$ cat src/logic/ooo_pkg.sv
`default_nettype none

package ooo_pkg;

    // ========================================
    // Sizes
    // ========================================
    localparam int XLEN      = 32;
    localparam int ARCH_REGS = 32;
    localparam int PHYS_REGS = 64;
    localparam int PR_BITS   = 6;
    localparam int ROB_DEPTH = 32;
    localparam int ROB_BITS  = 5;
    localparam int FL_DEPTH  = 32;
    localparam int FL_BITS   = 5;
    localparam int WIDTH     = 3;

    // ========================================
    // Vector types
    // ========================================
    typedef logic [PR_BITS-1:0]  preg_t;
    typedef logic [4:0]          areg_t;
    typedef logic [ROB_BITS-1:0] rob_idx_t;
    typedef logic [FL_BITS-1:0]  fl_idx_t;
    // Holds 0 to FL_DEPTH inclusive.
    typedef logic [FL_BITS:0]    fl_count_t;
    typedef logic [XLEN-1:0]     pc_t;

endpackage

`default_nettype wire

$ cat src/logic/free_list.sv
`timescale 1ns/1ps
`default_nettype none

module free_list import ooo_pkg::*; (
    input  wire                 clock,
    input  wire                 rst_n,
    input  wire  [2:0]          alloc_en,
    input  wire  [2:0]          release_en,
    input  wire  preg_t [2:0]   release_preg,
    input  wire                 recover_en,
    input  wire  fl_idx_t       recover_head,
    output preg_t [2:0]         alloc_preg,
    output fl_idx_t             fl_head,
    output fl_count_t           fl_distance,
    output logic                fl_low
);

    preg_t          list [FL_DEPTH];
    fl_idx_t        tail;
    fl_idx_t        tail_next;
    fl_idx_t [2:0]  alloc_idx;
    fl_idx_t [2:0]  rel_idx;
    fl_idx_t        n_alloc;
    fl_idx_t        n_rel;

    // Packed slots, a slot that does not take a tag leaves no hole.
    always_comb begin
        alloc_idx[2] = fl_head;
        alloc_idx[1] = alloc_idx[2] + fl_idx_t'(alloc_en[2]);
        alloc_idx[0] = alloc_idx[1] + fl_idx_t'(alloc_en[1]);
        rel_idx[2]   = tail;
        rel_idx[1]   = rel_idx[2] + fl_idx_t'(release_en[2]);
        rel_idx[0]   = rel_idx[1] + fl_idx_t'(release_en[1]);
        for (int k = 0; k < WIDTH; k++) begin
            alloc_preg[k] = alloc_en[k] ? list[alloc_idx[k]] : '0;
        end
    end

    assign n_alloc   = alloc_idx[0] + fl_idx_t'(alloc_en[0]) - fl_head;
    assign n_rel     = rel_idx[0] + fl_idx_t'(release_en[0]) - tail;
    assign tail_next = tail + n_rel;
    assign fl_low    = fl_distance > fl_count_t'(FL_DEPTH - WIDTH);

    always_ff @(posedge clock or negedge rst_n) begin
        if (!rst_n) begin
            for (int i = 0; i < FL_DEPTH; i++) begin
                list[i] <= preg_t'(ARCH_REGS + i);
            end
            fl_head     <= '0;
            tail        <= '0;
            fl_distance <= '0;
        end else begin
            for (int k = 0; k < WIDTH; k++) begin
                if (release_en[k]) begin
                    list[rel_idx[k]] <= release_preg[k];
                end
            end
            tail <= tail_next;
            // A retiring mispredict keeps the distance below FL_DEPTH.
            if (recover_en) begin
                fl_head     <= recover_head;
                fl_distance <= {1'b0, recover_head - tail_next};
            end else begin
                fl_head     <= fl_head + n_alloc;
                fl_distance <= fl_distance + {1'b0, n_alloc} - {1'b0, n_rel};
            end
        end
    end

endmodule

`default_nettype wire

$ cat config.mk
export PLATFORM = sky130hd
export DESIGN_NAME = free_list
export DESIGN_NICKNAME = d
export VERILOG_FILES = /design/src/logic/ooo_pkg.sv /design/src/logic/free_list.sv
export SDC_FILE = /design/constraint.sdc
export NUM_CORES = 1
export LEC_CHECK = 0
export ABC_AREA = 1
export BUFFER_PORTS_ARGS = -buffer_cell sky130_fd_sc_hd__buf_2
export CAP_MARGIN = 10
export CORE_MARGIN = 2
export CORE_UTILIZATION = 35
export DETAILED_ROUTE_END_ITERATION = 8
export GPL_TIMING_DRIVEN = 1
export PLACE_DENSITY_LB_ADDON = 0.12
export SYNTH_ARGS = -nofsm -noshare
export SYNTH_HDL_FRONTEND = slang
export SYNTH_SLANG_ARGS = --single-unit
$ cat constraint.sdc
create_clock -name clock -period 4.85 [get_ports clock]
set_clock_uncertainty 0.05 [all_clocks]
set_input_delay 0.2425 -clock clock [delete_from_list [all_inputs] [get_ports clock]]
set_output_delay 0.2425 -clock clock [all_outputs]
set_load 0.02 [all_outputs]
**Word-level counts from Yosys, hierarchy flattened**

Index checks and enable logic that the tools add are counted.

- Bits in latches: 0
- Input bits: 32
- Memory bits (read-only): 0
- Word-level logic and storage cells: 93
- Output and inout bits: 30
- Memories kept: 0
- RAM bits: 0
- Register bits after elaboration: 208

- Multiplexer cells: 26
- $mul: 0
- Reduce and logical (&&, ||, !) cells: 3
- Div/mod/pow operators: 0
- Add/subtract/negate cells: 13
- Equality and inequality tests: 0
- $lt $le $gt $ge: 10
- Shift-type cells: 0
- Bitwise operators: 6

Operators by type and width:

| cell | number |
|---|---|
| $bwmux 192 | 3 |
| $mux 192 | 3 |
| $bmux 6 s5 | 3 |
| $demux 6 s5 | 3 |
| $mux 6 | 13 |
| $ge 6x6->1 const B | 6 |
| $not 5->6 | 6 |
| $add 5x1->5 | 6 |
| $lt 6x1->1 const B | 3 |
| $sub 5x5->5 | 3 |
| $add 5x5->5 | 2 |
| $add 6x5->6 | 1 |
| $gt 6x5->1 const B | 1 |
| $sub 6x5->6 | 1 |
| $mux 5 | 1 |
| $logic_and 1x1->1 | 3 |

**Logic depth before layout (Yosys ltp)**

Gate-level depths: netlist (run 1).

- Depth after elaboration: 13
- Mapped depth: 29
- Depth with buffers taken out: 28

**Worst setup path before layout (run 1)**

OpenSTA, ideal clock, no wires.

- Path type: register to register
- Start: register fl_head[0]
- End: register fl_distance[5]
- Setup slack: 253 ps
- Stages on the path, launching flop included: 26
- Clock period less this slack: 4,597 ps
- Path buffers: 3
- Data arrival time: 4,430 ps
- Required time: 4,683 ps
- Setup time: 117 ps
- Path through: dfrtp_1 -> ha_1 -> ha_1 -> buf_2 -> clkinv_1 -> buf_2 -> buf_2 -> ha_1 -> inv_1 -> ha_1 -> fa_1 -> inv_1 -> fa_1 -> inv_1 -> ha_1 -> nand2_1 -> nand2_1 -> a21oi_1 -> inv_1 -> nand2_1 -> inv_1 -> o21a_1 -> nor2_1 -> nand2_1 -> nand2_1 -> nor2_1

- Longest elaborated chain between the ends: 7

RTL lines:

| element | RTL line | source |
|---|---|---|
| start, declared | free_list.sv:13 | `output fl_idx_t fl_head,` |
| start signal, assigned | free_list.sv:61 | `fl_head <= recover_head;` |
| start signal, assigned | free_list.sv:64 | `fl_head <= fl_head + n_alloc;` |
| $add 5x1->5 | free_list.sv:29 | `alloc_idx[1] = alloc_idx[2] + fl_idx_t'(alloc_en[2]);` |
| $add 5x1->5 | free_list.sv:30 | `alloc_idx[0] = alloc_idx[1] + fl_idx_t'(alloc_en[1]);` |
| $add 5x1->5 | free_list.sv:39 | `assign n_alloc = alloc_idx[0] + fl_idx_t'(alloc_en[0]) - fl_head;` |
| $sub 5x5->5 (*) | free_list.sv:39 |  |
| $add 6x5->6 (*) | free_list.sv:65 | `fl_distance <= fl_distance + {1'b0, n_alloc} - {1'b0, n_rel};` |
| $sub 6x5->6 (*) | free_list.sv:65 |  |
| $mux 6 (*) | free_list.sv:60 | `if (recover_en) begin` |
| end signal, assigned | free_list.sv:62 | `fl_distance <= {1'b0, recover_head - tail_next};` |
| end signal, assigned | free_list.sv:65 |  |
| end, declared | free_list.sv:14 | `output fl_count_t fl_distance,` |

Mark *: on every way between the ends. The rest lies on a longest branch, timed or not.

==> results of run 1 <==
## path summary, 6_finish.rpt
| path | endpoint | slack [ns] | depth (start not counted) |
|---|---|---|---|
| worst max-delay path | alloc_preg[14] | 0.06 | 10 |
| worst min-delay path | fl_head[0] | 0.01 | 3 |
| worst max register to register | fl_distance[4] | 0.40 | 20 |
| worst min register to register | list[79] | 0.53 | 4 |
| max in group asynchronous | fl_head[0] | 3.21 | 3 |
| min in group asynchronous | list[37] | 0.09 | 2 |
## cell type report
type,instances,area [sq um],area share
Clock buffer,41,851,0.0383
Clock inverter,11,130,0.00586
Inverter,208,783,0.0352
Multi-Input combinational cell,2651,13200,0.593
Sequential cell,208,5350,0.241
Tap cell,765,957,0.0431
Timing Repair Buffer,134,976,0.0439
## routing by layer
metal,track usage,part of all wire,vias up
met2,0.499,0.43,1474
met5,0,0,-
met3,0.0700,0.11,237
li1,-,-,11100
met4,0.122,0.040,0
met1,0.466,0.42,11500
## through the flow
stage          hold WS [ns]  utilization  cell area (sq um)
3_3_place_gp          0.129        0.366              21100
6_report             0.0123        0.384              22200
4_1_cts              0.0147        0.384              22200
5_1_grt              0.0257        0.384              22200
2_1_floorplan        -0.103            -              20500
3_5_place_dp          0.127        0.366              21100
## state kept, by name, indices dropped and copies added (netlist names)
name and cells:
fl_head 5, tail 5, list 192, fl_distance 6
## kinds of logic (layout without fill, tap and decap cells)
logic type,after synthesis,count (layout),share of synthesized area
buffers and inverters,480,394,0.0978
DFF,208,208,0.261
adders and majority gates,52,52,0.0355
AOI/OAI and AO/OA,757,757,0.192
muxes,1,1,0.000489
and+or+nand+nor,1821,1821,0.402
xor gates and xnor gates,20,20,0.0108
## critical path, delay by kind of cell (launching register included)
| family | cells | cell delay, ns |
|---|---|---|
| and+or+nand+nor | 2 | 0.86 |
| buffers and inverters | 5 | 1.72 |
| DFF | 1 | 0.44 |
| AOI/OAI and AO/OA | 3 | 0.85 |
## timing repair
item	CTS	global route
hold buffers	10	0
hold endpoints to repair	55	0
resized for setup	0	0
buffers inserted	0	0
## cell usage in the layout, fill, tap and decap left out, types with 29 or more instances in the layout
cell       instances
nand3_1          333
inv_1            195
dfstp_2          112
buf_2             60
o21ai_0          237
clkbuf_16         29
ha_1              39
nand2_1         1049
nand4_1          202
nor2_1           173
dfrtp_1           95
a21oi_1          469
buf_4             56
==> metrics, run 1 <==
initial core utilization 0.354; Sink Count 208; routed vias 24200; syn nets 3423; Final Hold Fails 0; average vias per placed instance 6.03; RSZ-0062 raised after global routing no; area of the die 0.0604 sq mm; CTS tree done; slowest stage delay, CP 0.75 ns; sequential area share after synthesis 0.261; prevailing post-synth register cell dfstp_2; FFs w/ async S/R, synth 1.00; die width 246 um; Clock Tree Buf Depth 3; # H-tree levels 1; Worst setup SP type register; die height 246 um; Fillers 6254; synth top area cells nand2_1, dfstp_2, dfrtp_1; PnR worst setup slack 0.0588 ns; minimum clock period 4.79 ns; first-pass GRT wire length 150000 um; Post-synth EDFFs 0; Area growth syn-to-layout 8.60%; Final Max Slew Viols 0; worst path required time 4.56 ns; antenna-violating nets left 0; critical path, cell by cell buf_4 -> inv_1 -> buf_4 -> nand2_1 -> inv_1 -> a21oi_1 -> o211ai_1 -> nand3_1 -> a21oi_1 -> buf_2; netlist area before placement 0.0205 sq mm; largest area contributor in the netlist nand2_1; Fin Setup TNS 0 ns; DRT iter0 DRCs 3165; Root Driver clkbuf_16; largest net degree at the start of global routing 104; Initial DRT Pass Iterations 6; synth cell count leaders nand2_1, a21oi_1, nand3_1; CTS buffer count 28; initial antenna violation count 1; Seq cells post-synth 208; placed cell count 3956; max cap viols 0; vias in the first global route 22200; PortBufs 61; RR Startpoint tail[0]; area share of the leading cell type in the synthesized netlist 0.192; Hold Crit Start recover_head[0]; Nets 3315; period utilisation layout 0.988; Site Rows 88; Final setup violation count 0; Place WS 0.393 ns; synth unique cells 47; min-delay worst type in2reg; ratio of cells with drive above 1 in the final layout 0.112; core area 0.0578 sq mm; total grt overflow 0; top-count cell post-synth nand2_1; CP max-delay cell nand2_1; worst-path fanout max 32; Crit. End Element primary output; Layout Cells excl Fill 4018; GRT Total Usage 0.332; CTS clk-pin slew, worst paths 0.07 ns; CP Data Arrival Time 4.50 ns; WL final 103000 um; Max Clock Freq 0.209 GHz; Avg Cell Area, Syn 6.13 sq um; status finished clean; DP Wirelength 63400 um; CP Launch Point fl_head[1]; DR WL/cell 25.5 um; Rel. slew slack 0.148; Cells after Synth 3339; # diodes 0; GP Congestion 0.948; slew of the pin with the lowest slew margin 1.27 ns; critical path type reg2out; Clock Latency Late Sink 0.60 ns; # DRC 0; Warnings, synthesis 0; num ports 62
Power of run 1 is left out: the tool's default activity adds up to more than one toggle a clock period on the data nets, which glitch-free logic cannot reach.
==> run 2: changes to the inputs <==
--- a/config.mk
+++ b/config.mk
@@ -10,6 +10,8 @@
 export CAP_MARGIN = 10
 export CORE_MARGIN = 2
 export CORE_UTILIZATION = 35
+export CTS_BUF_LIST = sky130_fd_sc_hd__clkbuf_4 sky130_fd_sc_hd__clkbuf_8
+export CTS_CLUSTER_SIZE = 30
 export DETAILED_ROUTE_END_ITERATION = 8
 export GPL_TIMING_DRIVEN = 1
 export PLACE_DENSITY_LB_ADDON = 0.12
==> metrics, run 2 (synthesized netlist as in run 1, its figures left out) <==
status finished clean; Clock Tree Buf Depth 3; Max Clock Freq 0.212 GHz; DRT iter0 DRCs 3245; # H-tree levels 2; area of the die 0.0604 sq mm; # DRC 0; routed vias 24400; Crit. End Element primary output; worst-path fanout max 32; average vias per placed instance 6.02; num ports 62; R2R cell count 20; Final setup violation count 0; total grt overflow 0; initial antenna violation count 1; DP Wirelength 63400 um; GP Congestion 0.948; antenna-violating nets left 0; PnR worst setup slack 0.124 ns; Fin Setup TNS 0 ns; WL final 103000 um; first-pass GRT wire length 151000 um; postcts setup bufs 0; most frequent cells in the layout nand2_1, a21oi_1, nand3_1; most flop-heavy register list; biggest regs list x192, fl_distance x6; Root Driver clkbuf_8; Site Rows 88; Clock Latency Late Sink 0.63 ns; CTS tree done; area post-placement 0.0211 sq mm; DR WL/cell 25.4 um; vias in the first global route 22400; PortBufs 61; RSZ-0062 raised after global routing no; ratio of cells with drive above 1 in the final layout 0.122; most common cell after layout, fill and taps aside nand2_1; fin area 0.0223 sq mm; GRT Total Usage 0.335; die width 246 um; Rel. slew slack 0.171; Sink Count 208; max cap viols 0; Final Max Slew Viols 0; Largest register FFs 192; post-route core utilization 0.385; core area 0.0578 sq mm; period utilisation layout 0.974; Final Hold Fails 0; CP Data Arrival Time 4.43 ns; Place WS 0.393 ns; CTS clk-pin slew, worst paths 0.06 ns; Worst setup SP type register; min-delay worst type in2async; largest net degree at the start of global routing 104; Nets 3335; Area growth syn-to-layout 8.78%; die height 246 um; minimum clock period 4.73 ns; hold-fix buffer count after cts 12; Post-CTS Resized 0; initial core utilization 0.354; critical path type reg2out; slew of the pin with the lowest slew margin 1.24 ns; worst path required time 4.56 ns; CTS buffer count 46; Initial DRT Pass Iterations 6
==> run 2: changes by cell type in the layout (fill, tap and decap cells not counted), sizes merged <==
cell         before  now
bufinv            3    0
clkbuf           41   83
dlygate4sd3      10   12
diode             0    1
clkinv            9    4
==> run 2: final timing paths <==
| check | startpoint | slack (ns) | endpoint |
|---|---|---|---|
| max reg2reg | tail[0] | 0.39 | fl_distance[4] |
| min in group clock | release_en[0] | 0.05 | tail[0] |
| min reg2reg | list[79] | 0.53 | list[79] |
| max in group asynchronous | rst_n | 3.24 | fl_head[0] |
| max | fl_head[1] | 0.12 | alloc_preg[14] |
| min | rst_n | 0.05 | list[37] |
==> run 2: critical path: stages (launching register included) <==
cell and delay (ns):
dfrtp_1 0.43, buf_4 0.33, inv_1 0.14, buf_4 0.39, nand2_1 0.75, inv_1 0.56, a21oi_1 0.13, o211ai_1 0.14
nand3_1 0.11, a21oi_1 0.52, buf_2 0.28
==> run 2: per-stage QoR <==
step,hold slack (ns),instances
3_3_place_gp,0.129,3956
6_report,0.0481,4055
2_1_floorplan,-0.103,3339
4_1_cts,0.0201,4054
5_1_grt,0.0680,4054
3_5_place_dp,0.127,3956
==> run 2: area by class of cell <==
cell class / count / area (sq um)
multi-input cells: 2651 / 13200
repair buffers: 136 / 996
clock inverters: 3 / 15.0
well taps: 765 / 957
diodes: 1 / 2.50
inverters: 208 / 783
fillers: 6300 / 35500
flip-flops and latches: 208 / 5350
clock buffers: 83 / 980
==> run 2: routing by layer <==
layer	GRT usage	vias up	wire [um]
li1	-	11100	-
met1	0.467	11600	43700
met2	0.502	1483	44000
met3	0.0730	249	11200
met4	0.128	0	4160
met5	0	-	0
Power of run 2 is left out for the same reason.
