===== config.mk =====
export PLATFORM = sky130hd
export DESIGN_NAME = arch_map_table
export DESIGN_NICKNAME = d
export VERILOG_FILES = /design/src/logic/ooo_pkg.sv /design/src/logic/arch_map_table.sv
export SDC_FILE = /design/constraint.sdc
export NUM_CORES = 1
export LEC_CHECK = 0
export ABC_AREA = 1
export BUFFER_PORTS_ARGS = -buffer_cell sky130_fd_sc_hd__buf_2
export CAP_MARGIN = 10
export CORE_MARGIN = 4
export CORE_UTILIZATION = 30
export DETAILED_ROUTE_END_ITERATION = 8
export HOLD_SLACK_MARGIN = 0.08
export PLACE_DENSITY = 0.47
export SYNTH_ARGS = -nofsm -noshare
export SYNTH_HDL_FRONTEND = slang
export SYNTH_SLANG_ARGS = --single-unit

===== constraint.sdc =====
create_clock -name clock -period 0.8 [get_ports clock]
set_input_delay 0.04 -clock clock [delete_from_list [all_inputs] [get_ports clock]]
set_output_delay 0.04 -clock clock [all_outputs]
set_load 0.01 [all_outputs]

===== src/logic/ooo_pkg.sv =====
`default_nettype none

package ooo_pkg;

    // ========================================
    // Sizes
    // ========================================
    localparam int XLEN      = 32;
    localparam int ARCH_REGS = 32;
    localparam int PHYS_REGS = 64;
    localparam int PR_BITS   = 6;
    localparam int ROB_DEPTH = 32;
    localparam int ROB_BITS  = 5;
    localparam int FL_DEPTH  = 32;
    localparam int FL_BITS   = 5;
    localparam int WIDTH     = 3;

    // ========================================
    // Vector types
    // ========================================
    typedef logic [PR_BITS-1:0]  preg_t;
    typedef logic [4:0]          areg_t;
    typedef logic [ROB_BITS-1:0] rob_idx_t;
    typedef logic [FL_BITS-1:0]  fl_idx_t;
    // Holds 0 to FL_DEPTH inclusive.
    typedef logic [FL_BITS:0]    fl_count_t;
    typedef logic [XLEN-1:0]     pc_t;

endpackage

`default_nettype wire


===== src/logic/arch_map_table.sv =====
`timescale 1ns/1ps
`default_nettype none

module arch_map_table import ooo_pkg::*; (
    input  wire                   clock,
    input  wire                   rst_n,
    input  wire  [2:0]            retire_en,
    input  wire  areg_t [2:0]     retire_arch_reg,
    input  wire  preg_t [2:0]     retire_tnew,
    output preg_t [ARCH_REGS-1:0] arch_map
);

    // Slot 0 is written last, so the youngest write wins.
    always_ff @(posedge clock or negedge rst_n) begin
        if (!rst_n) begin
            for (int i = 0; i < ARCH_REGS; i++) begin
                arch_map[i] <= preg_t'(i);
            end
        end else begin
            for (int k = WIDTH - 1; k >= 0; k--) begin
                if (retire_en[k]) begin
                    arch_map[retire_arch_reg[k]] <= retire_tnew[k];
                end
            end
        end
    end

endmodule

`default_nettype wire


# Word level (Yosys, flattened, before mapping)
# Index checks and enable logic that the tools add are counted.
word_totals:
  register_bits: 192
  inputBits: 38
  output_inout_bits: 192
  wordCells: 53
classes:
  magnitude_cmp: 6
  n_mux: 12
  n_reduce_logical: 3
ops:
  columns: ["cell", "n"]
  rows:
  - ["bitwise mux 192 bit", 3]
  - ["two-way mux 192 bit", 3]
  - ["demux 6 bit (select 5 bit)", 3]
  - ["< comparator 5 x 6 -> 1 bit (second input constant)", 3]
  - ["two-way mux 6 bit", 3]
  - [">= comparator 5 x 1 -> 1 bit (second input constant)", 3]
  - ["logical AND 1 bit", 3]

# Longest topological paths before layout
# Gate-level depths: netlist of run 1.
depth:
  depth_word: 10
  mapped_depth: 10
  mapped_depth_nobuf: 8

# Worst setup path before layout of run 1
# OpenSTA, ideal clock, no wires.
synth_path:
  path_type: "input port to flip-flop"
  startpoint: "input port retire_arch_reg[2] (netlist name)"
  endpoint: "register arch_map[20] (netlist name)"
  setup_time_ns: 0.117
  t_arrival_ns: 1.006
  required_time_ns: 0.683
  path_slack_ns: -0.323
  path_stages: 7
  path_buffers: 2
  cell_sequence: "clkbuf_2 -> nand3b_1 -> nor2_1 -> buf_2 -> a21oi_1 -> nand2_1 -> nand2_1"
synth_via:
  elab_chain_cells: 6
  word_cells_on_any_way: 7
  cone_classes: "order compare: 2; mux: 4; reduce/logical: 1"
synth_rtl:
  columns: ["element", "line_no", "source"]
  rows:
  - ["start: declaration", "arch_map_table.sv:8", "input wire areg_t [2:0] retire_arch_reg,"]
  - ["< comparator 5 x 6 -> 1 bit (not written as such) or >= comparator 5 x 1 -> 1 bit (tied branches)", "arch_map_table.sv:22", "arch_map[retire_arch_reg[k]] <= retire_tnew[k];"]
  - ["logical AND 1 bit (not written as such)", "arch_map_table.sv:22", null]
  - ["two-way mux 6 bit (not written as such)", "arch_map_table.sv:22", null]
  - ["demux 6 bit (select 5 bit) (*)", "arch_map_table.sv:22", null]
  - ["bitwise mux 192 bit (*)", "arch_map_table.sv:22", null]
  - ["two-way mux 192 bit (*)", "arch_map_table.sv:21", "if (retire_en[k]) begin"]
  - ["end signal: indexed assignment", "arch_map_table.sv:17", "arch_map[i] <= preg_t'(i);"]
  - ["end signal: indexed assignment", "arch_map_table.sv:22", null]
  - ["end: declaration", "arch_map_table.sv:10", "output preg_t [ARCH_REGS-1:0] arch_map"]
# Mark *: on every way between the ends. The rest lies on a longest branch, timed or not.

# Worst setup path after layout of run 1
layout_path:
  startpoint: "register arch_map[148] (netlist name)"
  endpoint: "output port arch_map[148] (netlist name)"
# No word-level cell between the ends.

==> results of run 1 <==
-- per-layer routing --
metal  wire length, um  up-vias
met5                36        -
met4              1590        6
met3              4510       98
met2             29300      655
met1             27800     7507
li1                  -     7650
-- where the power goes --
group / internal [mW] / total (mW) / switching, mW
Combinational: 12.0 / 21.4 / 9.37
Sequential: 13.3 / 15.7 / 2.40
Clock: 5.11 / 9.32 / 4.20
Total: 30.4 / 46.4 / 16.0
-- cell type report --
cell class | count | area share
inverters | 194 | 0.0368
repair buffers | 653 | 0.308
clock inverters | 12 | 0.00726
flip-flops and latches | 192 | 0.224
well taps | 539 | 0.0308
multi-input cells | 1629 | 0.372
clock buffers | 20 | 0.0209
-- worst max path at each step --
stage / end / from / cells past startpoint / slack (ps)
after floorplan: arch_map[10] / retire_arch_reg[2] / 7 / -230
after global placement: arch_map[58] / retire_arch_reg[8] / 9 / -620
after global routing: arch_map[75] / arch_map[75] / 2 / -500
after CTS: arch_map[148] / arch_map[148] / 2 / -480
final: arch_map[148] / arch_map[148] / 2 / -460
after detailed placement: arch_map[58] / retire_arch_reg[8] / 9 / -630
-- through the flow --
step / total power [mW] / worst slack [ps] / TNS [ps]
after floorplan: 21.4 / -227 / -24520
after global placement: 30.0 / -619 / -91630
after detailed placement: 30.1 / -630 / -92460
after CTS: 44.4 / -485 / -73670
after global routing: 49.0 / -500 / -84740
final: 46.4 / -457 / -69680
-- synth_stat cells (3+ instances only) --
| cell type | n |
|---|---|
| a21oi_1 | 78 |
| buf_2 | 25 |
| buf_4 | 8 |
| clkbuf_1 | 49 |
| dfrtp_1 | 112 |
| dfstp_2 | 80 |
| inv_1 | 179 |
| inv_2 | 13 |
| nand2_1 | 1163 |
| nand2_2 | 8 |
| nand3_1 | 289 |
| nand3_4 | 3 |
| nor2_1 | 69 |
| nor2_2 | 5 |
| nor2_4 | 8 |
-- worst max-delay path, delay by kind of cell (launching register included) --
family	cells	cell delay [ps]
buf+inv	2	190
flops	1	570
-- kinds of logic after synthesis --
family,Yosys count,synth area share
and+or+nand+nor,1551,0.498
AOI/OAI and AO/OA,78,0.0306
buffers and inverters,277,0.0864
DFF,192,0.385
-- what timing repair did --
| item | in CTS | in global routing |
|---|---|---|
| endpoints found under the setup margin | 319 | 381 |
| endpoints found under the hold margin | 375 | 9 |
| buffers inserted | 71 | 51 |
| gates resized for setup | 255 | 327 |
| gates cloned | 0 | 5 |
| pin swaps | 39 | 151 |
==> reports/results.txt, run 1 <==
CP required = 760 ps
top flop regs = arch_map x192
crit-path max cell delay = 570 ps
R2R cell count = 6
largest net degree at the start of global routing = 29
top_reg_cell synth = dfrtp_1
most used routing layer = met2
max reg flops = 192
Worst Skew = 0 ps
Yosys top cell area share = 0.342
Hold Crit Class = in -> async
most used cell, CP = buf_6
Leak = 11.4 nW
CTS Buf Count = 17
fin cells = 3239
Via-to-Cell Ratio = 4.91
most frequent cells in the layout = nand2_1 (1041), buf_6 (314), nand3_1 (194), buf_4 (185), inv_1 (142)
Die H = 214 um
Util after Layout = 0.521
final worst slack = -457 ps
CTS Hold Buffers Added = 7
M1 GR Usage = 0.365
via count = 15900
Crit Path Max Fanout = 2
Mapped Nets = 2136
Achievable Freq = 795 MHz
Synth area leader = nand2_1
Max stage delay cell, worst path = dfstp_2
placed insts = 3098
1st-iter DRT viols = 1377
maxcap violations = 0
top register by number of flip-flops = arch_map
critical-path cell list = buf_6, buf_6
FP Rows = 75
Final Cell Area = 21900 um^2
antenna diode count = 0
Clock transition at path regs = 70 ps
wirelength, routed = 63.2 mm
R2R Path End = arch_map[134]
top post-synthesis cells by area = nand2_1 (34%), dfrtp_1 (22%), dfstp_2 (16%), nand3_1 (11%), inv_1 (5.3%)
first-pass GRT wire length = 93.7 mm
Antenna Nets Post-Route = 0
status = finished, violations left
period utilisation layout = 1.57
vias in the first global route = 15300
Initial Utilization = 0.304
RSZ-0062 raised after global routing = true
DP Wirelength = 44.0 mm
RePlAce Congestion = 0.883
initial antenna violation count = 4
Pre-antenna DRT Iters = 6
area of the mapped netlist = 12800 um^2
core area = 41900 um^2
failing checks = setup timing
Area growth syn-to-layout = 71.5%
CTS tree = done
drt drc = 0
final net count = 2725
Layout fillers = 4135
warnings from Yosys = 0
sequential share of the synthesized area = 0.385
area of the multi-input gates = 8140 um^2
final setup violation count = 335
Yosys cell types = 21
critical path class = reg -> out
Worst setup SP type = flip-flop
total track usage = 0.264
commonest non-fill, non-tap cell in the layout = nand2_1
Root Driver = clkbuf_16
clk_lat worst skew = 450 ps
ys async rst share = 1.00
wire per inst = 19.5 um
Longest Clk Path Bufs = 2
Slew Limit Headroom = 0.774
Hold WS = 73.7 ps
H-Tree Depth = 4
final slew viol count = 0
Post-Place Cell Area = 17800 um^2
maximum vdd drop = 1.47 mV
Pwr per Cell Area = 2120 nW/um^2
Ports = 230
M2 GR Usage = 0.425
crit end category = output port
Post-synth EDFFs = 0
Die Area = 45900 um^2
FF+latch area = 4900 um^2
Min Clock Period, post-route = 1260 ps
Congestion Overflow GR = 0
WP data arrival = 1220 ps
die width = 214 um
# clock sinks = 192
GR Layer Usage met3 = 0.0431
Mapped Cells = 2098
worst slew pin tran = 338 ps
syn avg cell area = 6.08 um^2
share of layout cells above drive strength 1 = 0.413
r2r setup slk = -200 ps
PortBufs = 229
final hold vios = 0
register bit total from synthesis = 192
reg2reg start = arch_map[134]
Note: power is estimated with default switching activity, not from simulation.
==> run 2: changes to the inputs <==
==> constraint.sdc (replaced) <==
create_clock -name clock -period 0.8 [get_ports clock]
set_input_delay 0.08 -clock clock [delete_from_list [all_inputs] [get_ports clock]]
set_output_delay 0.08 -clock clock [all_outputs]
set_load 0.01 [all_outputs]
==> reports/results.txt, run 2 (same netlist as run 1, synthesis figures left out) <==
commonest non-fill, non-tap cell in the layout = nand2_1
total power = 44.9 mW (-3.2%)
1st-iter DRT viols = 1415 (+2.8%)
reg2reg start = arch_map[166]
RePlAce Congestion = 0.888 (+0.63%)
initial antenna violation count = 4 (unchanged)
top flop regs = arch_map x192
largest net degree at the start of global routing = 28 (-3.4%)
CP required = 720 ps (-40 ps)
Die H = 214 um (unchanged)
final setup violation count = 334 (-0.30%)
clk_lat worst skew = 470 ps (+20 ps)
Via-to-Cell Ratio = 4.95 (+0.67%)
Achievable Freq = 785 MHz (-1.3%)
Final Cell Area = 21500 um^2 (-1.7%)
WP data arrival = 1190 ps (-30 ps)
Leak = 11.3 nW (-0.90%)
final hold vios = 0 (unchanged)
number of buffers and inverters on the critical path = 1 (-1)
drt drc = 0 (unchanged)
Root Driver = clkbuf_16
crit-path max cell delay = 600 ps (+30 ps)
Slew Limit Headroom = 0.745 (-0.0289)
worst slew pin tran = 382 ps (+43.6 ps)
final net count = 2682 (-1.6%)
crit end category = output port
maximum vdd drop = 1.38 mV (-5.7%)
Area growth syn-to-layout = 68.6%
Worst Skew = 0 ps (unchanged)
Pwr per Cell Area = 2090 nW/um^2 (-1.5%)
Longest Clk Path Bufs = 2 (unchanged)
top register by number of flip-flops = arch_map
Max stage delay cell, worst path = dfstp_2
most frequent cells in the layout = nand2_1 (1031), buf_6 (263), nand3_1 (188), buf_4 (180), inv_1 (145)
crit path from = arch_map[26]
Worst setup SP type = flip-flop
CTS tree = done
Initial Utilization = 0.304 (unchanged)
Pre-antenna DRT Iters = 6 (unchanged)
total track usage = 0.261 (-0.00282)
wire per inst = 19.8 um (+1.3%)
critical path class = reg -> out
Ports = 230 (unchanged)
wirelength, routed = 63.3 mm (about the same)
Clock transition at path regs = 80 ps (about the same)
Antenna Nets Post-Route = 0 (unchanged)
CTS Buf Count = 17 (unchanged)
Die Area = 45900 um^2 (unchanged)
Min Clock Period, post-route = 1270 ps (+17.1 ps)
Congestion Overflow GR = 0 (unchanged)
# clock sinks = 192 (unchanged)
status = finished, violations left
die width = 214 um (unchanged)
RSZ-0062 raised after global routing = true
maxcap violations = 0 (unchanged)
failing checks = setup timing
critical-path cell list = buf_6
final worst slack = -474 ps (-17.1 ps)
PortBufs = 229 (unchanged)
period utilisation layout = 1.59 (+0.0214)
DP Wirelength = 43.3 mm (-1.7%)
CP top delay family = flip-flops
share of layout cells above drive strength 1 = 0.411 (-0.00160)
vias in the first global route = 15000 (-2.0%)
final slew viol count = 0 (unchanged)
Hold WS = 121 ps (+47.8 ps)
Crit Path Max Fanout = 2 (unchanged)
first-pass GRT wire length = 92.0 mm (-1.7%)
FP Rows = 75 (unchanged)
core area = 41900 um^2 (unchanged)
via count = 15800 (-0.55%)
Hold Crit Class = in -> async
max reg flops = 192 (unchanged)
H-Tree Depth = 4 (unchanged)
Post-Place Cell Area = 17300 um^2 (-2.9%)
run 2: cell count changes in the layout (fill, tap and decap cells not counted), moves of 4 or more:
cell      change
a21oi_1       -6
buf_4         -5
a21oi_2       +6
diode_2       +4
nand3_2       +8
inv_2         -4
nand3_1       -6
clkinv_4      -4
nand2_1      -10
inv_4         +4
nand2_4      +10
buf_6        -51
buf_2        +13
run 2: what timing repair did:
action | in CTS | in global routing
hold buffers | 8 | 0
gates cloned | 0 | 6
hold endpoints to repair | 379 | 0
gates resized for setup | 200 | 369
buffers inserted | 85 | 70
endpoints found under the setup margin | 329 | 384
pin swaps | 53 | 209
run 2: report_power, final:
part	switching, mW	leakage [nW]	internal (mW)
Clock	4.15	0.292	5.23
Sequential	2.57	2.20	13.3
Combinational	8.94	8.84	10.7
run 2: final timing paths:
check | end | slack (ps) | depth (start not counted)
min reg2reg | arch_map[67] | 580 | 4
max in group asynchronous | arch_map[38] | 190 | 4
max reg2reg | arch_map[166] | -240 | 6
min | arch_map[129] | 120 | 3
min in group clock | arch_map[55] | 120 | 5
max | arch_map[26] | -470 | 1
run 2: metal layers:
layer  share of wire  vias to the layer above  track usage
met5               0                        -            0
met4           0.032                        0       0.0979
met3           0.071                      137       0.0414
met2            0.47                      669        0.428
met1            0.42                     7458        0.348
li1                -                     7565            -
run 2: layout make-up:
cell class | count | area [um^2]
diodes | 4 | 10.0
clock buffers | 25 | 528
clock inverters | 7 | 95.1
fillers | 4197 | 20400
inverters | 194 | 813
multi-input cells | 1629 | 8280
flip-flops and latches | 192 | 4910
well taps | 539 | 674
repair buffers | 610 | 6190
run 2: through the flow:
| step | TNS (ps) | std cells | util | setup slack [ps] |
|---|---|---|---|---|
| 2_1_floorplan | -32350 | 2098 | - | -267 |
| 4_1_cts | -80300 | 3138 | 0.468 | -478 |
| 3_5_place_dp | -96480 | 3023 | 0.413 | -596 |
| 5_1_grt | -90310 | 3200 | 0.513 | -483 |
| 6_report | -76880 | 3200 | 0.513 | -474 |
| 3_3_place_gp | -93760 | 3023 | 0.413 | -575 |
run 2: worst register-to-register path, stage by stage, from the launching register on:
cell     delay [ps]
dfstp_2         570
buf_6           100
buf_6            80
nand2_2          50
nand3_2          70
nand2_1          60
nand2_1          60
==> run 3: changes to the inputs <==
--- a/config.mk
+++ b/config.mk
@@ -10,9 +10,11 @@
 export CAP_MARGIN = 10
 export CORE_MARGIN = 4
 export CORE_UTILIZATION = 30
+export CTS_BUF_LIST = sky130_fd_sc_hd__clkbuf_16
 export DETAILED_ROUTE_END_ITERATION = 8
 export HOLD_SLACK_MARGIN = 0.08
 export PLACE_DENSITY = 0.47
+export RECOVER_POWER = 50
 export SYNTH_ARGS = -nofsm -noshare
 export SYNTH_HDL_FRONTEND = slang
 export SYNTH_SLANG_ARGS = --single-unit
==> constraint.sdc (replaced) <==
create_clock -name clock -period 1.6 [get_ports clock]
set_input_delay 0.16 -clock clock [delete_from_list [all_inputs] [get_ports clock]]
set_output_delay 0.16 -clock clock [all_outputs]
set_load 0.01 [all_outputs]
==> reports/results.txt, run 3 (same netlist as run 1, synthesis figures left out) <==
most used routing layer = met2
H-Tree Depth = 4 (unchanged)
Congestion Overflow GR = 0 (unchanged)
share of layout cells above drive strength 1 = 0.205 (-0.207)
worst slew pin tran = 614 ps (+232 ps)
Leak = 8.88 nW (-22%)
WP data arrival = 1730 ps (+540 ps)
via count = 14500 (-8.2%)
Root Driver = clkbuf_16
maximum vdd drop = 0.756 mV (-45%)
DP Wirelength = 39.6 mm (-8.4%)
critical path class = in -> reg
setup TNS = 0 ps (+76880 ps)
GR Layer Usage met3 = 0.0432 (+0.00184)
wirelength, routed = 59.8 mm (-5.5%)
Min Clock Period, post-route = 1370 ps
Achievable Freq = 729 MHz
Die Area = 45900 um^2 (unchanged)
Clock transition at path regs = 70 ps (about the same)
total power = 18.4 mW (-59%)
number of buffers and inverters on the critical path = 5 (+4)
final slew viol count = 0 (unchanged)
CTS tree = done
M2 GR Usage = 0.412 (-0.0160)
crit end category = flip-flop
Pre-antenna DRT Iters = 5 (-1)
Worst setup SP type = input pin
largest net degree at the start of global routing = 45 (+61%)
core area = 41900 um^2 (unchanged)
placed insts = 2932 (-3.0%)
commonest non-fill, non-tap cell in the layout = nand2_1
post-CTS setup buffers = 0 (-100%)
Slew Limit Headroom = 0.591 (-0.154)
PortBufs = 229 (unchanged)
final hold vios = 0 (unchanged)
final net count = 2452 (-8.6%)
CTS Buf Count = 17 (unchanged)
top register by number of flip-flops = arch_map
Die H = 214 um (unchanged)
clk_lat worst skew = 470 ps (about the same)
drt drc = 0 (unchanged)
Initial Utilization = 0.304 (unchanged)
Antenna Nets Post-Route = 0 (unchanged)
Ports = 230 (unchanged)
Area growth syn-to-layout = 27.3%
fin cells = 2967 (-7.3%)
top flop regs = arch_map x192
wire per inst = 20.2 um (+1.9%)
period utilisation layout = 0.858
RePlAce Congestion = 0.856 (-3.6%)
max reg flops = 192 (unchanged)
Hold WS = 114 ps (-7.00 ps)
Via-to-Cell Ratio = 4.90 (-0.94%)
Worst Skew = 0 ps (unchanged)
Max stage delay cell, worst path = clkbuf_1
vias in the first global route = 13700 (-9.0%)
Hold Crit Class = in -> reg
status = complete, no violations
maxcap violations = 0 (unchanged)
Longest Clk Path Bufs = 2 (unchanged)
critical-path cell list = clkbuf_1, inv_1, nand3_1, clkbuf_1, nor2_1, clkbuf_1, inv_1, nand3_1, nand2_1, nand2_1
die width = 214 um (unchanged)
most frequent cells in the layout = nand2_1 (1165), nand3_1 (289), buf_2 (224), inv_1 (185), dfrtp_1 (112)
# clock sinks = 192 (unchanged)
CP top delay family = buffers and inverters
FP Rows = 75 (unchanged)
CP required = 1960 ps (+1240 ps)
final setup violation count = 0 (-100%)
Pwr per Cell Area = 1130 nW/um^2 (-46%)
most used cell, CP = clkbuf_1
crit-path max cell delay = 370 ps (-230 ps)
initial antenna violation count = 5 (+1)
total track usage = 0.253 (-0.00762)
M1 GR Usage = 0.343 (-0.00435)
first-pass GRT wire length = 88.1 mm (-4.3%)
1st-iter DRT viols = 1245 (-12%)
Crit Path Max Fanout = 7 (+5)
RSZ-0062 raised after global routing = false
run 3: cell count changes in the layout (fill, tap and decap cells not counted), moves of 36 or more:
cell / before / now
buf_2: 92 / 224
buf_4: 180 / 92
buf_6: 263 / 1
inv_1: 145 / 185
nand2_1: 1031 / 1165
nand2_2: 100 / 6
nand2_4: 37 / 0
nand3_1: 188 / 289
nand3_2: 91 / 2
nor2_1: 11 / 71
nor2_4: 44 / 8
run 3: repair_timing:
| item | in CTS | in global routing |
|---|---|---|
| gates resized for setup | 0 | 0 |
| endpoints found under the hold margin | 116 | 0 |
| hold buffers | 2 | 0 |
run 3: worst min-delay path, cell delays in order:
cell	delay [ps]
buf_2	250
nand2_1	120
nand2_1	50
run 3: report_power, final:
| part | switching (mW) | internal (mW) | leakage (nW) |
|---|---|---|---|
| Combinational | 3.55 | 2.26 | 6.36 |
| Sequential | 1.09 | 6.64 | 2.20 |
| Clock | 2.07 | 2.74 | 0.314 |
run 3: per-layer routing:
layer	vias to the layer above	routed length, um
met4	8	1730
met1	6772	26400
met3	102	4010
met5	-	52
met2	565	27600
li1	7091	-
run 3: per-stage QoR:
step	utilization	setup WS (ps)	instance area, um^2
after floorplan	-	357	12800
after global placement	0.376	51.1	15800
after detailed placement	0.376	24.2	15800
after CTS	0.392	222	16400
after global routing	0.387	108	16200
final	0.387	227	16200
run 3: worst paths after layout:
path	start	end	slack, ps	cells after the start
worst max-delay path	retire_arch_reg[8]	arch_map[125]	230	10
min in group asynchronous	rst_n	arch_map[0]	170	2
max in group asynchronous	rst_n	arch_map[55]	470	3
worst min register to register	arch_map[157]	arch_map[157]	570	4
worst min-delay path	retire_tnew[1]	arch_map[139]	110	3
worst max register to register	arch_map[138]	arch_map[138]	730	4
run 3: layout make-up:
cell class	instances	area (um^2)
Fill cell	4554	25700
Multi-Input combinational cell	1629	6720
Sequential cell	192	4900
Antenna cell	1	2.50
Inverter	194	728
Clock inverter	15	204
Timing Repair Buffer	380	2570
Clock buffer	17	425
Tap cell	539	674
