<file path="config.mk">
export PLATFORM = sky130hd
export DESIGN_NAME = retire_stage
export DESIGN_NICKNAME = d
export VERILOG_FILES = /design/src/logic/ooo_pkg.sv /design/src/logic/retire_stage.sv
export SDC_FILE = /design/constraint.sdc
export NUM_CORES = 1
export LEC_CHECK = 0
export BUFFER_PORTS_ARGS = -buffer_cell sky130_fd_sc_hd__buf_2
export CORE_AREA = 2 2 230 232
export DETAILED_ROUTE_END_ITERATION = 12
export DIE_AREA = 0 0 232 234
export PLACE_DENSITY = 0.4
export SYNTH_ARGS = -nofsm -noshare
export SYNTH_HDL_FRONTEND = slang
export SYNTH_SLANG_ARGS = --single-unit
</file>
<file path="constraint.sdc">
create_clock -name vclk -period 3.9
set_clock_uncertainty 0.2 [all_clocks]
set_input_delay 0.39 -clock vclk [all_inputs]
set_output_delay 0.39 -clock vclk [all_outputs]
set_load 0.02 [all_outputs]
</file>
<file path="src/logic/ooo_pkg.sv">
`default_nettype none

package ooo_pkg;

    // ========================================
    // Sizes
    // ========================================
    localparam int XLEN      = 32;
    localparam int ARCH_REGS = 32;
    localparam int PHYS_REGS = 64;
    localparam int PR_BITS   = 6;
    localparam int ROB_DEPTH = 32;
    localparam int ROB_BITS  = 5;
    localparam int FL_DEPTH  = 32;
    localparam int FL_BITS   = 5;
    localparam int WIDTH     = 3;

    // ========================================
    // Vector types
    // ========================================
    typedef logic [PR_BITS-1:0]  preg_t;
    typedef logic [4:0]          areg_t;
    typedef logic [ROB_BITS-1:0] rob_idx_t;
    typedef logic [FL_BITS-1:0]  fl_idx_t;
    // Holds 0 to FL_DEPTH inclusive.
    typedef logic [FL_BITS:0]    fl_count_t;
    typedef logic [XLEN-1:0]     pc_t;

endpackage

`default_nettype wire

</file>
<file path="src/logic/retire_stage.sv">
`timescale 1ns/1ps
`default_nettype none

module retire_stage import ooo_pkg::*; (
    input  wire  [2:0]                  head_valid,
    input  wire  [2:0]                  head_completed,
    input  wire  [2:0]                  head_mispredict,
    input  wire  [2:0]                  head_halt,
    input  wire  [2:0]                  head_is_store,
    input  wire  areg_t [2:0]           head_arch_reg,
    input  wire  preg_t [2:0]           head_tnew,
    input  wire  pc_t [2:0]             head_target_pc,
    input  wire                         halted,
    input  wire  fl_count_t             fl_distance,
    input  wire  fl_idx_t               fl_head,
    input  wire  preg_t [ARCH_REGS-1:0] arch_map,
    output logic [2:0]                  retire_en,
    output logic [2:0]                  retire_valid,
    output logic [2:0]                  sq_retire_en,
    output logic                        recover_en,
    output pc_t                         target_pc,
    output preg_t [ARCH_REGS-1:0]       recover_map,
    output fl_idx_t                     recover_head,
    output logic                        halt,
    output logic [1:0]                  inst_count
);

    fl_count_t rewind_dist;

    // Walk from the oldest slot and stop at the first entry that cannot go.
    always_comb begin
        logic go;
        logic writes;
        go           = !halted;
        retire_en    = '0;
        retire_valid = '0;
        sq_retire_en = '0;
        recover_en   = 1'b0;
        target_pc    = '0;
        halt         = 1'b0;
        recover_map  = arch_map;
        rewind_dist  = fl_distance;
        for (int k = WIDTH - 1; k >= 0; k--) begin
            writes = head_arch_reg[k] != '0;
            if (go && head_valid[k] && head_completed[k]) begin
                retire_valid[k] = 1'b1;
                retire_en[k]    = writes;
                sq_retire_en[k] = head_is_store[k];
                if (writes) begin
                    recover_map[head_arch_reg[k]] = head_tnew[k];
                    rewind_dist = rewind_dist - fl_count_t'(1);
                end
                // A mispredicting branch retires itself, younger slots do not.
                if (head_mispredict[k]) begin
                    recover_en = 1'b1;
                    target_pc  = head_target_pc[k];
                    go         = 1'b0;
                end
                if (head_halt[k]) begin
                    halt = 1'b1;
                    go   = 1'b0;
                end
            end else begin
                go = 1'b0;
            end
        end
    end

    // Tags held by squashed writers go back to the free list head.
    assign recover_head = fl_head - rewind_dist[FL_BITS-1:0];

    assign inst_count = 2'(retire_valid[2]) + 2'(retire_valid[1]) + 2'(retire_valid[0]);

endmodule

`default_nettype wire

</file>
Yosys cells after proc, flatten, opt, wreduce, memory -nomap -nowiden --
Cells that the tools add are included.
Word-level totals: flip-flop bits (word level) 0, bits of input ports 348, output and inout port bits 242
Operators by class: $add $sub $neg 6, magnitude comparators 6, muxes and demuxes 54, reductions and logical operators 13
Operators with widths (number):
- two-way mux 192 bit | 6
- bitwise mux 192 bit | 3
- two-way mux 32 bit | 6
- demux 6 bit (select 5 bit) | 3
- two-way mux 5 bit | 6
- two-way mux 1 bit | 27
- less-than comparator 5 x 6 -> 1 bit, second input constant | 3
- two-way mux 6 bit | 3
- >= comparator 5 x 1 -> 1 bit, second input constant | 3
- nonzero test 5 bit | 3
- subtractor 5 x 1 -> 5 bit, second input constant | 3
- logical AND 1 bit | 9
- subtractor 5 bit | 1
- adder 1 x 1 -> 2 bit | 1
- adder 2 x 1 -> 2 bit | 1
- zero test 1 bit | 1

Logic depth before layout (Yosys ltp) --
Gate-level depths: netlist (run 1).
depth in word-level cells 13, mapped depth 15

Worst setup path after synthesis (run 1) --
Ideal clock, no wire load.
path type input to output, start point input port halted, end point output port recover_head[4], arrival time 3.581 ns, data required time 3.310 ns, slack -0.271 ns, stages on the path 15, path through nand3b_4 -> buf_4 -> a21oi_1 -> xnor2_1 -> xor2_1 -> ha_1 -> nand2_1 -> xor2_1 -> xnor2_1 -> ha_1 -> a21o_1 -> a21oi_1 -> xnor2_1 -> xnor2_1 -> xnor2_1
On the way: longest elaborated chain between the ends 11, elaborated cells on any way between the ends 21, classes of those cells add/sub: 3; mux: 11; reduce/logical: 7
Ends and longest elaborated chain:
- start, declared | RTL line retire_stage.sv:13 | input wire halted,
- zero test 1 bit (*) | RTL line retire_stage.sv:34 | go = !halted;
- logical AND 1 bit or two-way mux 1 bit (tied branches) | RTL line retire_stage.sv:45, retire_stage.sv:54
- logical AND 1 bit or two-way mux 1 bit (tied branches) | RTL line retire_stage.sv:45, retire_stage.sv:59
- two-way mux 5 bit or two-way mux 1 bit (tied branches) | RTL line retire_stage.sv:45 | if (go && head_valid[k] && head_completed[k]) begin
- subtractor 5 x 1 -> 5 bit, or another cell as far along | RTL line retire_stage.sv:51 | rewind_dist = rewind_dist - fl_count_t'(1);
- two-way mux 5 bit, or another cell as far along | RTL line retire_stage.sv:49 | if (writes) begin
- two-way mux 5 bit or two-way mux 1 bit (tied branches) | RTL line retire_stage.sv:45
- subtractor 5 x 1 -> 5 bit or logical AND 1 bit (tied branches) | RTL line retire_stage.sv:51, retire_stage.sv:45
- two-way mux 5 bit or logical AND 1 bit (tied branches) | RTL line retire_stage.sv:49, retire_stage.sv:45
- two-way mux 5 bit (*) | RTL line retire_stage.sv:45
- subtractor 5 bit (*) | RTL line retire_stage.sv:70 | assign recover_head = fl_head - rewind_dist[FL_BITS-1:0];
- end, declared | RTL line retire_stage.sv:23 | output fl_idx_t recover_head,
Mark *: on every way between the ends. The rest lies on a longest branch, timed or not.

Worst setup path after layout (run 1) --
start point input port head_arch_reg[7] in the netlist's numbering, end point output port recover_head[4]
On the way: longest elaborated chain between the ends 7
Ends and longest elaborated chain:
- start, declared | RTL line retire_stage.sv:10 | input wire areg_t [2:0] head_arch_reg,
- nonzero test 5 bit (*) | RTL line retire_stage.sv:44 | writes = head_arch_reg[k] != '0;
- two-way mux 5 bit (*) | RTL line retire_stage.sv:49
- two-way mux 5 bit (*) | RTL line retire_stage.sv:45
- subtractor 5 x 1 -> 5 bit | RTL line retire_stage.sv:51
- two-way mux 5 bit | RTL line retire_stage.sv:49
- two-way mux 5 bit (*) | RTL line retire_stage.sv:45
- subtractor 5 bit (*) | RTL line retire_stage.sv:70
Marks and branches as above.

==> results of run 1 <==
-- Yosys cell counts, types with 11 or more instances --
master / count / area share [%]
nor2_2: 11 / 0.85
inv_1: 43 / 2.0
nand2_1: 128 / 5.9
a222oi_1: 32 / 3.9
buf_2: 37 / 2.3
o21ai_0: 97 / 6.0
mux2i_1: 188 / 23
nor2_1: 132 / 6.1
a21oi_1: 25 / 1.5
a211oi_1: 73 / 6.8
mux2_2: 114 / 16
a21o_1: 74 / 6.8
clkbuf_1: 94 / 4.4
-- logic make-up (layout without fill, tap and decap cells) --
| group | count (synthesis) | count (layout) | synth area share, % |
|---|---|---|---|
| buffers and inverters | 180 | 731 | 9.04 |
| muxes | 302 | 302 | 39.0 |
| AOI/OAI and AO/OA | 311 | 311 | 26.4 |
| adders and majority gates | 8 | 8 | 1.42 |
| and+or+nand+nor | 364 | 364 | 22.7 |
| other | 0 | 1 | 0 |
| xor gates and xnor gates | 13 | 13 | 1.40 |
-- area by class of cell --
| type | instances | area (um^2) | area share, % |
|---|---|---|---|
| Timing Repair Buffer | 688 | 3750 | 30.7 |
| Antenna cell | 1 | 2.50 | 0.0204 |
| Inverter | 43 | 161 | 1.32 |
| Tap cell | 688 | 861 | 7.03 |
| Multi-Input combinational cell | 998 | 7460 | 61.0 |
-- through the flow --
stage	instance area [um^2]	hold slack [ns]	setup slack, ns
final	12200	0.580	0.0430
after global routing	12200	0.580	-0.142
after CTS	12200	0.580	-0.00639
after detailed placement	12100	0.580	-0.146
after global placement	12100	0.580	-0.179
after floorplan	8120	0.724	0.00601
-- layer usage --
layer / vias up / GRT usage, % / share of wire [%]
met1: 5414 / 24.6 / 42
met5: - / 0 / 0.096
met2: 535 / 37.1 / 51
met3: 75 / 1.98 / 5.4
li1: 5365 / - / -
met4: 8 / 3.23 / 1.7
-- power by group through the flow --
stage	clock network [W]	logic, W	registers [W]
2_1_floorplan	0	0.000551	0
3_3_place_gp	0	0.00108	0
3_5_place_dp	0	0.00108	0
4_1_cts	0	0.00109	0
5_1_grt	0.0000000000343	0.00116	0
6_report	0.0000000000343	0.00109	0
-- repair_timing --
action / CTS / global route
buffers inserted: 4 / 0
resized for setup: 9 / 6
pin swaps: 10 / 4
setup endpoints to repair: 1 / 1
-- final timing paths --
check                 slack (ns)              from  cells after the start               to
worst max-delay path        0.04  head_arch_reg[7]                     18  recover_head[4]
worst min-delay path        0.58       arch_map[5]                      0   recover_map[5]
==> flow_metrics.tcl, run 1 <==
set metrics [dict create \
    status "finished clean" \
    crit_required_ns 3.31 \
    critPathKind "primary input to primary output" \
    fin_util_pct 23.5 \
    critPathTopFamily "XOR/XNOR gates" \
    antenna_found_initial 8 \
    drive_gt1_share_pct 49.1 \
    yosysWarnings 0 \
    die_area_um2 54300 \
    clock_buffers 0 \
    path_max_fanout 4 \
    design.portCount 590 \
    post-route-period-util_pct 98.9 \
    postRouteAntennaNets 0 \
    die_w_um 232 \
    post_drt_wl_per_cell_um 24.1 \
    syn-num-nets 1534 \
    end_kind "primary output" \
    irDropWorstVdd_uv 56.1 \
    dr.pass1.iters 8 \
    routabilityCongestion 0.850 \
    vias 11400 \
    rsz0062_at_grt "true" \
    coreArea_um2 52000 \
    drv_slew 0 \
    ys_seq_area_share_pct 0 \
    initial_core_util_pct 15.6 \
    syn_avg_cell_area_um2 6.88 \
    hold_viol_final 0 \
    hpwl_um 45900 \
    cap_violations 0 \
    arrival_ns 3.27 \
    dp_cells 2413 \
    grt_usage_pct 19.8 \
    seqCellArea_um2 0 \
    finalNonFillerCells 2418 \
    cellInternalPower_w 0.000439 \
    setup-tns-final_ns 0 \
    nFillCells 5911 \
    clkPwrFrac_pct 0 \
    syn_inst 1178 \
    wirelength_um 58200 \
    crit_slowest_cell "a2111oi_4" \
    syn2layout_area_growth_pct 50.9 \
    slowest_delay_ns 0.34 \
    cts_hold_buf 0 \
    grt.overflow.total 0 \
    tightest_slew_ns 1.03 \
    hp-class "primary input to primary output" \
    grt_pass1_wl_um 78400 \
    p_per_area_nw_per_um2 89.2 \
    crit_buf_inv 4 \
    nFlopsAndLatches 0 \
    rows 84 \
    finalSetupViolCount 0 \
    final_cell_mix "buf_2, mux2i_1, nor2_1" \
    worst_slew_margin_rel_pct 31.2 \
    fin_crit_ns 3.86 \
    drc 0 \
    power.leakage_nw 6.15 \
    port_buffers 577 \
    die_h_um 234 \
    seqPwrFrac_pct 0 \
    p_comb_share_pct 100.0 \
    viasPerCell 4.71 \
    drt_first_iter_violations 835 \
    cp-start-kind "primary input" \
    p_switching_w 0.000653 \
    crit_chain "buf_2, nor3_4, buf_6, a2111oi_4, buf_4, xnor2_1, a2bb2oi_4, ha_2, nand2_2, xor2_1, xnor2_1, ha_1, a21o_1, a21oi_2, xnor2_1, xnor2_1, xnor2_2, buf_4" \
    netlist_area_um2 8110 \
    fmax_ghz 0.259 \
    first_global_vias 11100 \
    final_common_cell "buf_2" \
    worst_path_most_repeated_cell "xnor2_1" \
    sw_frac_of_total_pct 59.8 \
    synth.distinct_cells 56 \
    final_nets 2087 \
    grt_max_degree 34 \
    total_power_w 0.00109 \
]
No activity file was read; power rests on OpenSTA's default activity.
==> run 2: changes to the inputs <==
--- a/config.mk
+++ b/config.mk
@@ -9,7 +9,8 @@
 export CORE_AREA = 2 2 230 232
 export DETAILED_ROUTE_END_ITERATION = 12
 export DIE_AREA = 0 0 232 234
-export PLACE_DENSITY = 0.4
+export PLACE_DENSITY = 0.48
+export SETUP_SLACK_MARGIN = 0.15
 export SYNTH_ARGS = -nofsm -noshare
 export SYNTH_HDL_FRONTEND = slang
 export SYNTH_SLANG_ARGS = --single-unit
==> constraint.sdc (replaced) <==
create_clock -name vclk -period 3.9
set_clock_uncertainty 0.2 [all_clocks]
set_input_delay 0.39 -clock vclk [all_inputs]
set_output_delay 0.39 -clock vclk [all_outputs]
set_load 0.005 [all_outputs]
==> flow_metrics.tcl, run 2 (synthesis gave the netlist of run 1 again) <==
set metrics [dict create \
    postRouteAntennaNets 0 \
    worst_slew_margin_rel_pct 23.1 \
    initial_core_util_pct 15.6 \
    p_comb_share_pct 100.0 \
    crit_slowest_cell "ha_1" \
    finalInstanceArea_um2 12100 \
    total_power_w 0.000923 \
    cts_hold_buf 0 \
    irDropWorstVdd_uv 62.5 \
    hpwl_um 45100 \
    arrival_ns 3.18 \
    path_max_fanout 4 \
    post-route-period-util_pct 96.8 \
    finalSetupViolCount 0 \
    first_global_vias 11200 \
    cellInternalPower_w 0.000426 \
    multi_input_area_um2 7470 \
    final_nets 2059 \
    fin_util_pct 23.2 \
    grt_usage_pct 19.3 \
    post_drt_wl_per_cell_um 23.8 \
    nFlopsAndLatches 0 \
    p_per_area_nw_per_um2 76.6 \
    place_area_um2 11900 \
    hold_viol_final 0 \
    end_kind "primary output" \
    cap_violations 0 \
    crit_required_ns 3.31 \
    die_h_um 234 \
    rsz0062_at_grt "true" \
    viasPerCell 4.81 \
    fin_crit_ns 3.77 \
    crit_chain "buf_6, nand3b_4, buf_6, a211oi_4, a31o_4, a2bb2oi_4, ha_2, nand2_2, xor2_1, xnor2_1, ha_1, a21o_1, a21oi_2, xnor2_1, xnor2_1, xnor2_1, buf_2" \
    die_w_um 232 \
    dp_cells 2382 \
    status "finished clean" \
    syn2layout_area_growth_pct 48.6 \
    clock_buffers 0 \
    final_cell_mix "buf_2, mux2i_1, nor2_1" \
    coreArea_um2 52000 \
    seqCellArea_um2 0 \
    die_area_um2 54300 \
    rows 84 \
    drv_slew 0 \
    grt.overflow.total 0 \
    tightest_slew_ns 1.15 \
    port_buffers 577 \
    power.leakage_nw 6.02 \
    grt_pass1_wl_um 77100 \
    nFillCells 5929 \
    critPathKind "primary input to primary output" \
    routabilityCongestion 0.891 \
    critPathTopFamily "compound AO/OA/AOI/OAI gates" \
    antenna_found_initial 7 \
    slowest_delay_ns 0.30 \
    p_switching_w 0.000496 \
    wirelength_um 56900 \
    sw_frac_of_total_pct 53.8 \
    finalNonFillerCells 2393 \
    vias 11500 \
    cp-start-kind "primary input" \
    grt_max_degree 34 \
    design.portCount 590 \
    seqPwrFrac_pct 0 \
    final_common_cell "buf_2" \
    drt_first_iter_violations 644 \
    hp-class "primary input to primary output" \
    clkPwrFrac_pct 0 \
    dr.pass1.iters 9 \
    crit_buf_inv 3 \
    worst_path_most_repeated_cell "xnor2_1" \
    drc 0 \
    fmax_ghz 0.265 \
    drive_gt1_share_pct 48.4 \
]
[run 2: area by class of cell]
cell class / count / share of cell area (%)
tap: 688 / 7.14
multi-input combinational: 998 / 62.0
timing repair buffer: 660 / 29.4
inverter: 43 / 1.34
antenna: 4 / 0.0831
[run 2: final timing paths]
check                       start         endpoint  slack (ns)  cells after the start
worst max-delay path       halted  recover_head[4]        0.13                     17
worst min-delay path  arch_map[1]   recover_map[1]        0.58                      0
[run 2: timing repair]
action / 4_1_cts / 5_1_grt
buffers inserted: 3 / 4
pin swaps: 11 / 13
endpoints found under the setup margin: 1 / 2
gates resized for setup: 13 / 10
[run 2: power by group through the flow]
stage,clock network (W),registers (W),logic [W]
final,0.000000000138,0,0.000923
after global routing,0.000000000138,0,0.000989
after CTS,0,0,0.000911
after detailed placement,0,0,0.000897
after global placement,0,0,0.000889
after floorplan,0,0,0.000398
[run 2: routing by layer]
metal | share of wire (%) | track usage [%]
met3 | 5.8 | 1.97
met1 | 42 | 24.3
met4 | 2.2 | 4.61
met2 | 50 | 35.3
met5 | 0.023 | 0
[run 2: through the flow]
stage          TNS (ns)  hold WS, ns  worst slack (ns)
4_1_cts               0        0.580            0.0749
3_3_place_gp     -0.150        0.580            -0.150
2_1_floorplan         0        0.659             0.196
6_report              0        0.580             0.125
5_1_grt         -0.0767        0.580           -0.0767
3_5_place_dp     -0.120        0.580            -0.120
==> run 3: changes to the inputs <==
--- a/config.mk
+++ b/config.mk
@@ -9,6 +9,7 @@
 export CORE_AREA = 2 2 230 232
 export DETAILED_ROUTE_END_ITERATION = 12
 export DIE_AREA = 0 0 232 234
+export GPL_TIMING_DRIVEN = 0
 export PLACE_DENSITY = 0.48
 export SETUP_SLACK_MARGIN = 0.15
 export SYNTH_ARGS = -nofsm -noshare
==> constraint.sdc (replaced) <==
create_clock -name vclk -period 4.33
set_clock_uncertainty 0.2 [all_clocks]
set_input_delay 0.433 -clock vclk [all_inputs]
set_output_delay 0.433 -clock vclk [all_outputs]
set_load 0.005 [all_outputs]
==> flow_metrics.tcl, run 3 (synthesis gave the netlist of run 1 again) <==
set metrics [dict create \
    grt_max_degree 12 \
    routabilityCongestion 0.911 \
    final_common_cell "buf_2" \
    worst_slew_margin_rel_pct 23.6 \
    clock_buffers 0 \
    vias 11800 \
    cellInternalPower_w 0.000377 \
    dr.pass1.iters 8 \
    total_power_w 0.000859 \
    first_global_vias 11500 \
    grt.overflow.total 0 \
    die_area_um2 54300 \
    final_nets 2131 \
    place_area_um2 11900 \
    port_buffers 578 \
    p_switching_w 0.000482 \
    antenna_found_initial 8 \
    arrival_ns 3.40 \
    clkPwrFrac_pct 0 \
    power.leakage_nw 5.99 \
    finalInstanceArea_um2 12100 \
    critPathKind "primary input to primary output" \
    setup-tns-final_ns 0 \
    cap_violations 0 \
    drt_first_iter_violations 736 \
    seqPwrFrac_pct 0 \
    rows 84 \
    postRouteAntennaNets 0 \
    fmax_ghz 0.248 \
    fin_crit_ns 4.03 \
    rsz0062_at_grt "false" \
    cp-start-kind "primary input" \
    syn2layout_area_growth_pct 49.4 \
    finalSetupViolCount 0 \
    crit_required_ns 3.70 \
    cts_hold_buf 0 \
    final_cell_mix "buf_2, mux2i_1, nor2_1" \
    wirelength_um 62800 \
    hpwl_um 52100 \
    grt_usage_pct 21.5 \
    drive_gt1_share_pct 45.0 \
    path_max_fanout 10 \
    hp-class "primary input to primary output" \
    hold_viol_final 0 \
    initial_core_util_pct 15.6 \
    nFlopsAndLatches 0 \
    die_h_um 234 \
    grt_pass1_wl_um 83400 \
    tightest_slew_ns 1.15 \
    hold_end "recover_map[4]" \
    drv_slew 0 \
    p_per_area_nw_per_um2 70.9 \
    hold_depth 2 \
    die_w_um 232 \
    sw_frac_of_total_pct 56.1 \
    end_kind "primary output" \
    viasPerCell 4.79 \
    irDropWorstVdd_uv 31.3 \
    post-route-period-util_pct 93.1 \
    post_drt_wl_per_cell_um 25.5 \
    drc 0 \
    status "finished clean" \
    design.portCount 590 \
    min-delay-start "arch_map[4]" \
    coreArea_um2 52000 \
    p_comb_share_pct 100.0 \
    seqCellArea_um2 0 \
]
run 3: cell count changes in the layout (fill, tap and decap cells not counted), moves of 3 or more:
| cell | delta |
|---|---|
| clkbuf_1 | +94 |
| buf_1 | +3 |
| buf_6 | -6 |
| buf_2 | +38 |
| buf_4 | -58 |
run 3: routing by layer:
metal | routed length (um) | global-route usage [%] | up-vias
li1 | - | - | 5465
met1 | 26600 | 27.1 | 5635
met2 | 31100 | 39.3 | 617
met3 | 3710 | 2.42 | 90
met4 | 1310 | 3.89 | 6
met5 | 36 | 0 | -
run 3: cell type report:
type | count | area, um^2
inverter | 43 | 161
timing repair buffer | 595 | 3040
buffer | 137 | 583
fill | 5925 | 39900
multi-input combinational | 998 | 7470
antenna | 4 | 10.0
tap | 688 | 861
run 3: worst max-delay path, stage by stage:
cell,delay [ns]
buf_4,0.17
nor3_4,0.23
buf_12,0.15
a211oi_4,0.07
buf_6,0.15
a21oi_2,0.14
a2bb2oi_2,0.20
ha_1,0.17
nand2_1,0.07
xor2_1,0.17
xnor2_1,0.16
ha_1,0.34
a21o_1,0.20
a21oi_2,0.14
xnor2_1,0.14
xnor2_1,0.15
xnor2_1,0.14
buf_2,0.13
run 3: what timing repair did:
| item | CTS | global route |
|---|---|---|
| resized for setup | 9 | 12 |
| endpoints found under the setup margin | 1 | 1 |
| setup buffers | 6 | 11 |
| hold endpoints to repair | 0 | 0 |
| pin swaps | 4 | 6 |
run 3: through the flow:
step	setup slack, ns	std cells	hold WS [ns]	utilization [%]
2_1_floorplan	0.540	1178	0.745	-
3_3_place_gp	-0.235	2444	0.824	22.8
3_5_place_dp	-0.232	2444	0.822	22.8
4_1_cts	0.157	2450	0.824	23.0
5_1_grt	0.130	2462	0.828	23.3
6_report	0.297	2465	0.823	23.3
run 3: worst max-delay path by stage:
stage,slack [ns],start,cells past startpoint,endpoint
floorplan,0.54,halted,15,recover_head[4]
global placement,-0.23,head_arch_reg[13],16,recover_head[4]
detailed placement,-0.23,head_arch_reg[13],16,recover_head[4]
CTS,0.16,head_arch_reg[8],17,recover_head[4]
global route,0.13,head_arch_reg[5],17,recover_head[4]
finish,0.30,head_arch_reg[8],18,recover_head[4]
run 3: power groups by stage:
stage	combinational [W]	clock (W)	sequential, W
2_1_floorplan	0.000358	0	0
3_3_place_gp	0.000831	0	0
3_5_place_dp	0.000837	0	0
4_1_cts	0.000847	0	0
5_1_grt	0.000919	0.0000000000309	0
6_report	0.000859	0.000000000124	0
